==> src/qTableDefs.svh <==
`ifndef QTABLE_DEFS_SVH
`define QTABLE_DEFS_SVH

// field width shared by id, cluster, energy, q value and count
`define WORD_WIDTH 16

// max neighbors the node tracks
`define TABLE_DEPTH 32

// address bits for TABLE_DEPTH entries
`define TABLE_AW 5

// result and kind codes live in qTablePkg
// count is a full word so it can reach TABLE_DEPTH

`endif
==> src/qTablePkg.sv <==
`include "qTableDefs.svh"

package qTablePkg;

    // packet kinds seen on packetType, codes are fixed
    typedef enum logic [2:0] {
        pktFeedback     = 3'd1,   // replaces every field
        pktHeadAnnounce = 3'd2,   // cluster and energy only
        pktOther        = 3'd7    // anything else, ignored at intake
    } packetKind;

    // outcome of one table search
    typedef enum logic [1:0] {
        resUpdated = 2'd0,        // id found, entry rewritten
        resAdded   = 2'd1,        // new entry appended
        resFull    = 2'd2         // no room, packet refused
    } searchResult;

    // neighborSearch FSM
    typedef enum logic [2:0] {
        sIdle       = 3'd0,
        sCheckCount = 3'd1,       // end of table reached?
        sCompare    = 3'd2,       // read data back, compare ids
        sReport     = 3'd3        // hand result to writer
    } searchState;

    // one neighbor as stored in the table
    typedef struct packed {
        logic [`WORD_WIDTH-1:0] nodeId;
        logic [`WORD_WIDTH-1:0] clusterId;
        logic [`WORD_WIDTH-1:0] energy;
        logic [`WORD_WIDTH-1:0] qValue;
    } neighborEntry;

endpackage

==> src/stageIf.sv <==
`timescale 1ns/1ps
`include "qTableDefs.svh"

// one packet plus its search result, passed stage to stage
interface stageIf import qTablePkg::*; ();

    logic                   valid;   // item waiting at source
    logic                   take;    // sink accepts this cycle
    packetKind              kind;
    neighborEntry           entry;   // fields from the packet
    neighborEntry           stored;  // entry read from table on a hit
    logic [`TABLE_AW-1:0]   index;   // table slot of hit or append
    searchResult            result;

    // item moves on an edge with valid and take both high
    modport source (
        output valid, kind, entry, stored, index, result,
        input  take
    );

    modport sink (
        input  valid, kind, entry, stored, index, result,
        output take
    );

endinterface

==> src/qTableTop.sv <==
`timescale 1ns/1ps
`include "qTableDefs.svh"

// neighbor-table update path: intake -> search -> writer
module qTableTop import qTablePkg::*; (
    input  logic                   clock,
    input  logic                   nrst,
    input  logic                   en,             // packet strobe
    input  logic [`WORD_WIDTH-1:0] fSourceId,
    input  logic [`WORD_WIDTH-1:0] fClusterId,
    input  logic [`WORD_WIDTH-1:0] fEnergyLeft,
    input  logic [`WORD_WIDTH-1:0] fQValue,
    input  logic [2:0]             packetType,
    output logic                   done,
    output logic                   overrun,        // packet dropped at intake
    output logic [1:0]             result,
    output logic [`TABLE_AW-1:0]   entryIndex,
    output logic [`WORD_WIDTH-1:0] nodeId,
    output logic [`WORD_WIDTH-1:0] nodeClusterId,
    output logic [`WORD_WIDTH-1:0] nodeEnergy,
    output logic [`WORD_WIDTH-1:0] nodeQValue,
    output logic [`WORD_WIDTH-1:0] neighborCount
);

    logic [`TABLE_AW-1:0] readAddr;
    neighborEntry         readEntry;
    logic                 writeEn;
    logic [`TABLE_AW-1:0] writeAddr;
    neighborEntry         writeEntry;

    stageIf intakeToSearch ();
    stageIf searchToWriter ();

    packetIntake uIntake (
        .clock       (clock),
        .nrst        (nrst),
        .en          (en),
        .fSourceId   (fSourceId),
        .fClusterId  (fClusterId),
        .fEnergyLeft (fEnergyLeft),
        .fQValue     (fQValue),
        .packetType  (packetType),
        .overrun     (overrun),
        .out         (intakeToSearch)
    );

    neighborSearch uSearch (
        .clock     (clock),
        .nrst      (nrst),
        .in        (intakeToSearch),
        .out       (searchToWriter),
        .count     (neighborCount),    // level from writer
        .readAddr  (readAddr),
        .readEntry (readEntry)
    );

    entryWriter uWriter (
        .clock         (clock),
        .nrst          (nrst),
        .in            (searchToWriter),
        .writeEn       (writeEn),
        .writeAddr     (writeAddr),
        .writeEntry    (writeEntry),
        .count         (neighborCount),
        .done          (done),
        .result        (result),
        .entryIndex    (entryIndex),
        .nodeId        (nodeId),
        .nodeClusterId (nodeClusterId),
        .nodeEnergy    (nodeEnergy),
        .nodeQValue    (nodeQValue)
    );

    neighborTable uTable (
        .clock      (clock),
        .readAddr   (readAddr),
        .readEntry  (readEntry),
        .writeEn    (writeEn),
        .writeAddr  (writeAddr),
        .writeEntry (writeEntry)
    );

endmodule

==> src/neighborTable.sv <==
`timescale 1ns/1ps
`include "qTableDefs.svh"

// neighbor storage, one read port and one write port
module neighborTable import qTablePkg::*; (
    input  logic                 clock,
    input  logic [`TABLE_AW-1:0] readAddr,
    output neighborEntry         readEntry,
    input  logic                 writeEn,
    input  logic [`TABLE_AW-1:0] writeAddr,
    input  neighborEntry         writeEntry
);

    neighborEntry mem [`TABLE_DEPTH];   // only [0, count) ever read

    // write port
    always_ff @(posedge clock) begin
        if (writeEn)
            mem[writeAddr] <= writeEntry;
    end

    // registered read, old data on same-address collision
    always_ff @(posedge clock) begin
        readEntry <= mem[readAddr];
    end

    // maps onto block ram
    // search never reads the slot being written
    // since it starts only after the writer is done

endmodule

==> src/entryWriter.sv <==
`timescale 1ns/1ps
`include "qTableDefs.svh"

// merges packet into entry, writes table, owns neighbor count
module entryWriter import qTablePkg::*; (
    input  logic                   clock,
    input  logic                   nrst,
    stageIf.sink                   in,
    output logic                   writeEn,
    output logic [`TABLE_AW-1:0]   writeAddr,
    output neighborEntry           writeEntry,
    output logic [`WORD_WIDTH-1:0] count,
    output logic                   done,
    output logic [1:0]             result,
    output logic [`TABLE_AW-1:0]   entryIndex,
    output logic [`WORD_WIDTH-1:0] nodeId,
    output logic [`WORD_WIDTH-1:0] nodeClusterId,
    output logic [`WORD_WIDTH-1:0] nodeEnergy,
    output logic [`WORD_WIDTH-1:0] nodeQValue
);

    logic         xfer;
    neighborEntry merged;
    neighborEntry shown;

    // busy only while the registered write is pending
    assign in.take = in.valid && !writeEn;
    assign xfer    = in.valid && in.take;

    always_comb begin
        merged = in.entry;                              // feedback takes all fields
        if (in.kind == pktHeadAnnounce) begin
            if (in.result == resUpdated)
                merged.qValue = in.stored.qValue;       // keep learned q
            else
                merged.qValue = '0;                     // fresh neighbor
        end
    end

    // refused packet is shown as it arrived
    assign shown = (in.result == resFull) ? in.entry : merged;

    always_ff @(posedge clock) begin
        if (!nrst) begin
            writeEn <= 1'b0;
            done    <= 1'b0;
            count   <= '0;
        end else begin
            done    <= xfer;                            // one-cycle pulse
            writeEn <= xfer && (in.result != resFull);
            if (xfer && in.result == resAdded)
                count <= count + 1'b1;
        end
    end

    // payload, no reset
    always_ff @(posedge clock) begin
        if (xfer) begin
            writeAddr     <= in.index;
            writeEntry    <= merged;
            result        <= in.result;
            entryIndex    <= in.index;
            nodeId        <= shown.nodeId;
            nodeClusterId <= shown.clusterId;
            nodeEnergy    <= shown.energy;
            nodeQValue    <= shown.qValue;
        end
    end

    // table write lands on the edge that ends done
    // so the next search, taken no earlier, sees it

endmodule

==> src/neighborSearch.sv <==
`timescale 1ns/1ps
`include "qTableDefs.svh"

// linear walk of the table, one compare per entry
module neighborSearch import qTablePkg::*; (
    input  logic                   clock,
    input  logic                   nrst,
    stageIf.sink                   in,
    stageIf.source                 out,
    input  logic [`WORD_WIDTH-1:0] count,      // neighbors currently stored
    output logic [`TABLE_AW-1:0]   readAddr,
    input  neighborEntry           readEntry   // valid one cycle after readAddr
);

    searchState             state;
    logic [`TABLE_AW:0]     idx;        // one extra bit, reaches TABLE_DEPTH
    logic [`WORD_WIDTH-1:0] idxWide;
    logic                   atEnd;
    logic                   full;
    logic                   hit;
    packetKind              pktKind;
    neighborEntry           pkt;
    neighborEntry           stored;
    searchResult            res;

    assign idxWide = {{(`WORD_WIDTH-`TABLE_AW-1){1'b0}}, idx};
    assign atEnd   = (idxWide == count);                    // walked past last entry
    assign full    = (count == `WORD_WIDTH'(`TABLE_DEPTH));
    assign hit     = (readEntry.nodeId == pkt.nodeId);

    // accept a packet only when idle
    assign in.take = (state == sIdle) && in.valid;

    assign readAddr = idx[`TABLE_AW-1:0];   // registered read lands in sCompare

    // control
    always_ff @(posedge clock) begin
        if (!nrst) begin
            state <= sIdle;
        end else begin
            case (state)
                sIdle: begin
                    if (in.valid)
                        state <= sCheckCount;
                end
                sCheckCount: begin
                    if (atEnd)
                        state <= sReport;    // add or refuse
                    else
                        state <= sCompare;   // address already out
                end
                sCompare: begin
                    if (hit)
                        state <= sReport;
                    else
                        state <= sCheckCount;
                end
                sReport: begin
                    if (out.take)
                        state <= sIdle;
                end
                default: state <= sIdle;
            endcase
        end
    end

    // packet, index and result registers
    always_ff @(posedge clock) begin
        case (state)
            sIdle: begin
                if (in.valid) begin
                    pktKind <= in.kind;
                    pkt     <= in.entry;
                    idx     <= '0;           // start at first neighbor
                end
            end
            sCheckCount: begin
                if (atEnd)
                    res <= full ? resFull : resAdded;
            end
            sCompare: begin
                if (hit) begin
                    res    <= resUpdated;
                    stored <= readEntry;     // writer may keep its q value
                end else begin
                    idx <= idx + 1'b1;
                end
            end
            default: ;
        endcase
    end

    // result pulse toward the writer
    assign out.valid  = (state == sReport);
    assign out.kind   = pktKind;
    assign out.entry  = pkt;
    assign out.stored = stored;
    assign out.index  = idx[`TABLE_AW-1:0];  // don't care on resFull
    assign out.result = res;

endmodule

==> src/packetIntake.sv <==
`timescale 1ns/1ps
`include "qTableDefs.svh"

// one-deep intake slot in front of the search
module packetIntake import qTablePkg::*; (
    input  logic                   clock,
    input  logic                   nrst,
    input  logic                   en,
    input  logic [`WORD_WIDTH-1:0] fSourceId,
    input  logic [`WORD_WIDTH-1:0] fClusterId,
    input  logic [`WORD_WIDTH-1:0] fEnergyLeft,
    input  logic [`WORD_WIDTH-1:0] fQValue,
    input  logic [2:0]             packetType,
    output logic                   overrun,
    stageIf.source                 out
);

    packetKind    kind;
    logic         accepted;
    logic         slotValid;
    logic         capture;
    packetKind    slotKind;
    neighborEntry slotEntry;

    assign kind     = packetKind'(packetType);
    assign accepted = (kind == pktFeedback) || (kind == pktHeadAnnounce);
    // room if slot empty or being emptied on this edge
    assign capture  = en && accepted && (!slotValid || out.take);

    always_ff @(posedge clock) begin
        if (!nrst) begin
            slotValid <= 1'b0;
            overrun   <= 1'b0;
        end else begin
            overrun <= en && accepted && slotValid && !out.take;  // packet lost
            if (capture)
                slotValid <= 1'b1;
            else if (out.take)
                slotValid <= 1'b0;
        end
    end

    // payload, only meaningful while slotValid
    always_ff @(posedge clock) begin
        if (capture) begin
            slotKind  <= kind;
            slotEntry <= '{fSourceId, fClusterId, fEnergyLeft, fQValue};
        end
    end

    assign out.valid  = slotValid;
    assign out.kind   = slotKind;
    assign out.entry  = slotEntry;
    // search fills these in later
    assign out.stored = '0;
    assign out.index  = '0;
    assign out.result = resUpdated;

endmodule

==> config.mk <==
export PLATFORM = sky130hd
export DESIGN_NAME = qTableTop
export DESIGN_NICKNAME = d
export VERILOG_FILES = /design/src/qTablePkg.sv /design/src/stageIf.sv /design/src/qTableTop.sv /design/src/neighborTable.sv /design/src/entryWriter.sv /design/src/neighborSearch.sv /design/src/packetIntake.sv
export VERILOG_INCLUDE_DIRS = /design/src /design/src/src
export SDC_FILE = /design/constraint.sdc
export NUM_CORES = 1
export LEC_CHECK = 0
export BUFFER_PORTS_ARGS = -buffer_cell sky130_fd_sc_hd__buf_4
export CORE_MARGIN = 4
export CORE_UTILIZATION = 58
export DETAILED_ROUTE_END_ITERATION = 10
export PLACE_DENSITY = 0.75
export SYNTH_ARGS = -nofsm -noshare
export SYNTH_HDL_FRONTEND = slang
export SYNTH_SLANG_ARGS = --single-unit
==> constraint.sdc <==
create_clock -name clock -period 6.05 [get_ports clock]
set_input_delay 1.21 -clock clock [delete_from_list [all_inputs] [get_ports clock]]
set_output_delay 1.21 -clock clock [all_outputs]
set_load 0.01 [all_outputs]
==> results of run 1 <==
placed cells by master, fill, tap and decap left out, drive strengths merged, types with 16 or more instances in the layout:
cell / synthesis / final
mux4: 159 / 159
a221oi: 34 / 34
o21ai: 39 / 39
dfxtp: 54 / 54
a21oi: 45 / 45
a211oi: 32 / 32
mux2: 16 / 16
nand3: 29 / 29
clkbuf: 64 / 175
edfxtp: 1269 / 1269
a22oi: 63 / 63
clkinv: 1 / 38
nor2: 51 / 51
buf: 105 / 215
o22ai: 32 / 32
o221ai: 32 / 32
xor2: 26 / 26
mux2i: 194 / 194
nand2: 39 / 39
path summary, 6_finish.rpt:
path                            slack, ns  cells past startpoint                               end
worst max-delay path                 2.47                      5      uTable.readEntry[15]$_DFF_P_
worst min-delay path                 0.40                      0  uSearch.out.stored[15]$_DFFE_PP_
worst max register to register       2.47                      5      uTable.readEntry[15]$_DFF_P_
worst min register to register       0.40                      0  uSearch.out.stored[15]$_DFFE_PP_
cells by family after synthesis:
| family | Yosys count | synth area share |
|---|---|---|
| compound gates | 285 | 0.0402 |
| xor+xnor | 34 | 0.00605 |
| fa+ha+maj | 8 | 0.00203 |
| buf+inv | 178 | 0.0214 |
| flops | 1323 | 0.796 |
| mux | 369 | 0.116 |
| simple gates | 183 | 0.0190 |
worst register-to-register path, cell delays in order (launching register included):
cell and delay, ns:
edfxtp_1 1.05, buf_4 0.63, buf_4 0.83, mux4_2 0.44, a211oi_1 0.32, a22oi_1 0.17
per-layer routing:
metal / vias up / part of all wire / track usage / wire length (µm)
li1: 10107 / - / - / -
met1: 12880 / 0.39 / 0.375 / 44900
met2: 1660 / 0.47 / 0.396 / 54200
met3: 242 / 0.11 / 0.0570 / 13300
met4: 0 / 0.032 / 0.0871 / 3770
met5: - / 0 / 0 / 0
flip-flops by register name, summed over array words and instances, names as in the netlist, 2 cells and up:
signal and cells:
uIntake.out.entry 64, uTable.mem 1024, uWriter.result 2, uWriter.writeAddr 5, uWriter.writeEntry 64, uSearch.state 2
uSearch.out.entry 64, uIntake.out.kind 3, uSearch.out.kind 3, uWriter.nodeQValue 16, uSearch.out.stored 16, uSearch.out.result 2
uWriter.count 16, uTable.readEntry 32, uSearch.idx 6
through the flow:
| stage | std cells | util | hold slack (ns) | power [mW] |
|---|---|---|---|---|
| 4_1_cts | 3788 | 0.661 | 0.403 | 22.2 |
| 2_1_floorplan | 2380 | - | 0.386 | 13.8 |
| 3_5_place_dp | 3560 | 0.615 | 0.389 | 14.9 |
| 6_report | 3790 | 0.661 | 0.404 | 22.1 |
| 3_3_place_gp | 3560 | 0.615 | 0.394 | 14.8 |
| 5_1_grt | 3788 | 0.661 | 0.408 | 22.9 |
power breakdown:
group          internal [mW]  switching [mW]  total [mW]
logic                   1.71            2.34        4.05
registers               10.4           0.310        10.7
clock network           4.16            3.19        7.35
layout make-up:
class                           instances  area [µm²]
Clock buffer                          175        3330
Sequential cell                      1323       39200
Inverter                                9        33.8
Fill cell                            5211       28500
Clock inverter                         53         508
Timing Repair Buffer                  215        1650
Multi-Input combinational cell        879        9320
Antenna cell                            2        5.00
Tap cell                             1134        1420
synth_stat cells, drive strengths merged (5+ instances only):
cell type / number / share of area
edfxtp: 1269 / 0.77
mux2i: 194 / 0.039
mux4: 159 / 0.073
buf: 105 / 0.016
clkbuf: 64 / 0.0049
a22oi: 63 / 0.0096
dfxtp: 54 / 0.022
nor2: 51 / 0.0039
a21oi: 45 / 0.0046
nand2: 39 / 0.0030
o21ai: 39 / 0.0040
a221oi: 34 / 0.0062
a211oi: 32 / 0.0049
o221ai: 32 / 0.0057
o22ai: 32 / 0.0041
nand3: 29 / 0.0029
xor2: 26 / 0.0046
mux2: 16 / 0.0037
and2: 9 / 0.0011
ha: 8 / 0.0020
inv: 8 / 0.00061
nand4: 8 / 0.0011
xnor2: 8 / 0.0014
nand3b: 7 / 0.0011
nor4: 7 / 0.00089
nor2b: 5 / 0.00064
or3: 5 / 0.00064
or4: 5 / 0.00076
==> reports/metrics.cfg, run 1 <==
[sta]
drv_slew=0
setup_tns_ns=0
relSlewSlack=0.240
skew_ns=0.0184
fmaxAchievable_mhz=279
period_share=0.591
layout_setup_ws_ns=2.47
period_needed_ns=3.58
rsz0062_at_grt=no
tightestPinTransition_ns=1.14
setup_violations=0
final_hold_viol_count=0

[cts]
cts.sinks=1323
clockBufferDepth=3
post_cts_buffers=0
cts_tree=done
clk_pin_slew_worst_paths_ns=0.06
cts_root_buffer=clkbuf_16
cts_hold_buf=0
clk_latency_ns=0.69
numCtsBuffers=121
htreeDepth=3
cts.repair.resized=0

[logic_synthesis]
synthesis.nets=2458
ys.flop_type=edfxtp_1
synth_area_um2=49300
synth_seq_area_share=0.796
postSynthAreaPerCell_um2=20.7
ys_types=49
ys_warn_count=0
synth_edf_count=1269
syn_inst=2380
async_flop_share=0
ys_ff_latch=1323

[critical_path]
crit-reg2reg-launch=uSearch.idx[1]$_SDFFCE_PN0P_
path_delay_family=buffers and inverters
crit_top_cell=buf_4
cp_cell_sequence=buf_4 -> buf_4 -> mux4_2 -> a211oi_1 -> a22oi_1
path_class=reg -> reg
worst_path_largest_cell_delay_ns=1.05
start_kind=flip-flop
arrival_ns=4.12
cp-end-kind=flip-flop
path_max_fanout=56
setup.worst_path.start=uSearch.idx[1]$_SDFFCE_PN0P_
required_ns=6.60
timing.critical_path.buf_inv=2
cp_slowest_cell=edfxtp_1

[layout]
layout-drive-gt1-share=0.229
syn2layout_area_growth_pct=12.6
num-nets-final=2627
finalInstanceArea_um2=55500

[die]
pin_count=159
core-area_um2=84000
die_area_um2=89700
die_w_um=299
start_util=0.587
std_cell_rows=106
die_h_um=299

[routing]
ant_nets=0
wl_um=116000
drt_first_pass_iters=6
num_vias=24889
drc_errors=0
routedWlPerCell_um=30.7
drt_iter0_drc=3351
viasPerCell=6.57

[status]
outcome=finished, final reports clean

[power]
powerDensity_nw_per_um2=399
p_leak_nw=17.9
max-vdd-ir-drop_mv=0.395

[global_route]
grt_max_degree=122
groute.usage.overall=0.258
overflow=0
antenna_found_initial=2
grt_pass1_vias=24764
grt_pass1_wl_um=169000

[worst_hold_path]
holdCritPathClass=reg -> reg
hp-start=uTable.readEntry[15]$_DFF_P_

[place]
dpl.hpwl_um=59000
place_ws_ns=2.57
port_buffers=158
routabilityCongestion=0.785
dpl-instance-area_um2=51600

[flow_run]
cap_viol_max_count=0

Note: power is estimated with default switching activity, not from simulation.
==> inputs of run 2 (changes only) <==
clock period = 3.53 ns   (was 6.05 ns; I/O delays follow)
==> reports/metrics.cfg, run 2 (same netlist as run 1, synthesis figures left out) <==
[sta]
fmaxAchievable_mhz=333
setup_tns_ns=0
rsz0062_at_grt=no
skew_ns=0.0391
period_needed_ns=3.00
period_share=0.851
tightestPinTransition_ns=1.22
final_hold_viol_count=0
setup_violations=0
drv_slew=0
relSlewSlack=0.185

[layout]
final_common_cell=edfxtp_1
finalInstanceArea_um2=56200
syn2layout_area_growth_pct=14.0
regMostFlops=uTable.mem
layout-drive-gt1-share=0.245
largest_reg_flops=1024
final_cell_mix=edfxtp_1 (1269), buf_4 (230), mux2i_1 (194), mux4_2 (159), clkbuf_16 (122)
num-nets-final=2664
antenna_cells=0

[power]
max-vdd-ir-drop_mv=0.495
p_leak_nw=18.3
powerDensity_nw_per_um2=691

[cts]
clockBufferDepth=3
htreeDepth=3
numCtsBuffers=121
post_cts_buffers=0
cts.sinks=1323
clk_pin_slew_worst_paths_ns=0.06
clk_latency_ns=0.70
cts_hold_buf=0
cts.repair.resized=0
cts_tree=done
cts_root_buffer=clkbuf_16

[routing]
drc_errors=0
drt_first_pass_iters=6
drt_iter0_drc=3393
wl_um=115000
routedWlPerCell_um=30.0
num_vias=24944
ant_nets=0
viasPerCell=6.52

[die]
die_w_um=299
std_cell_rows=106
start_util=0.587
die_area_um2=89700
core-area_um2=84000
die_h_um=299
pin_count=159

[worst_hold_path]
holdCritPathClass=in -> reg

[global_route]
overflow=0
grt_pass1_vias=25139
grt_max_degree=90
antenna_found_initial=1
grt_pass1_wl_um=170000
groute.usage.overall=0.258

[place]
port_buffers=158
dpl-instance-area_um2=52100
routabilityCongestion=0.825
dpl.hpwl_um=64800

[critical_path]
path_class=reg -> reg
required_ns=4.05
cp_cell_sequence=nand3b_1 -> buf_4 -> o22ai_1 -> a211oi_1 -> a22oi_1
cp_slowest_cell=edfxtp_1
arrival_ns=3.52
start_kind=flip-flop
path_max_fanout=22
cp-end-kind=flip-flop
worst_path_largest_cell_delay_ns=0.80

[status]
outcome=finished, final reports clean

[flow_run]
cap_viol_max_count=0

run 2: final cells by class:
type                            instances  area, µm²
Tap cell                             1134       1420
Clock buffer                          150       3230
Inverter                                9       33.8
Sequential cell                      1323      39200
Multi-Input combinational cell        879       9320
Fill cell                            5111      27800
Timing Repair Buffer                  252       2170
Clock inverter                         79        807
run 2: metrics by stage:
step	std cells	setup slack (ns)	hold WS [ns]	util	power, mW
floorplan	2380	0.179	0.386	-	23.6
finish	3826	0.525	0.173	0.669	38.8
global route	3826	0.474	0.149	0.669	40.2
global placement	3597	0.709	0.390	0.621	25.8
CTS	3826	0.679	0.137	0.669	38.9
detailed placement	3597	0.724	0.390	0.621	25.9
run 2: critical path: cells and delay by family, from the launching register on:
kind / cells / cell delay [ns]
flip-flops: 1 / 0.80
buffers and inverters: 1 / 0.45
AND/OR/NAND/NOR: 1 / 0.64
AO/OA/AOI/OAI: 3 / 0.93
run 2: layer usage:
| metal | GRT usage | vias to the layer above | wire [µm] |
|---|---|---|---|
| li1 | - | 10180 | - |
| met5 | 0 | - | 0 |
| met3 | 0.0477 | 227 | 12000 |
| met1 | 0.382 | 12910 | 45400 |
| met2 | 0.399 | 1627 | 54100 |
| met4 | 0.0798 | 0 | 3410 |
run 2: final timing paths:
path | from | to | slack (ns) | cells past startpoint
hold reg to reg | uTable.readEntry[4]$_DFF_P_ | uSearch.out.stored[4]$_DFFE_PP_ | 0.40 | 0
setup reg to reg | uSearch.idx[1]$_SDFFCE_PN0P_ | uTable.readEntry[54]$_DFF_P_ | 0.53 | 5
hold / removal | fEnergyLeft[4] | uIntake.out.entry[20]$_DFFE_PP_ | 0.17 | 1
setup / recovery | uSearch.idx[1]$_SDFFCE_PN0P_ | uTable.readEntry[54]$_DFF_P_ | 0.53 | 5
run 2: report_power, final:
group / switching (mW) / leakage, nW / internal [mW]
Combinational: 4.29 / 4.43 / 3.09
Sequential: 0.480 / 11.9 / 17.8
Clock: 5.66 / 1.98 / 7.47
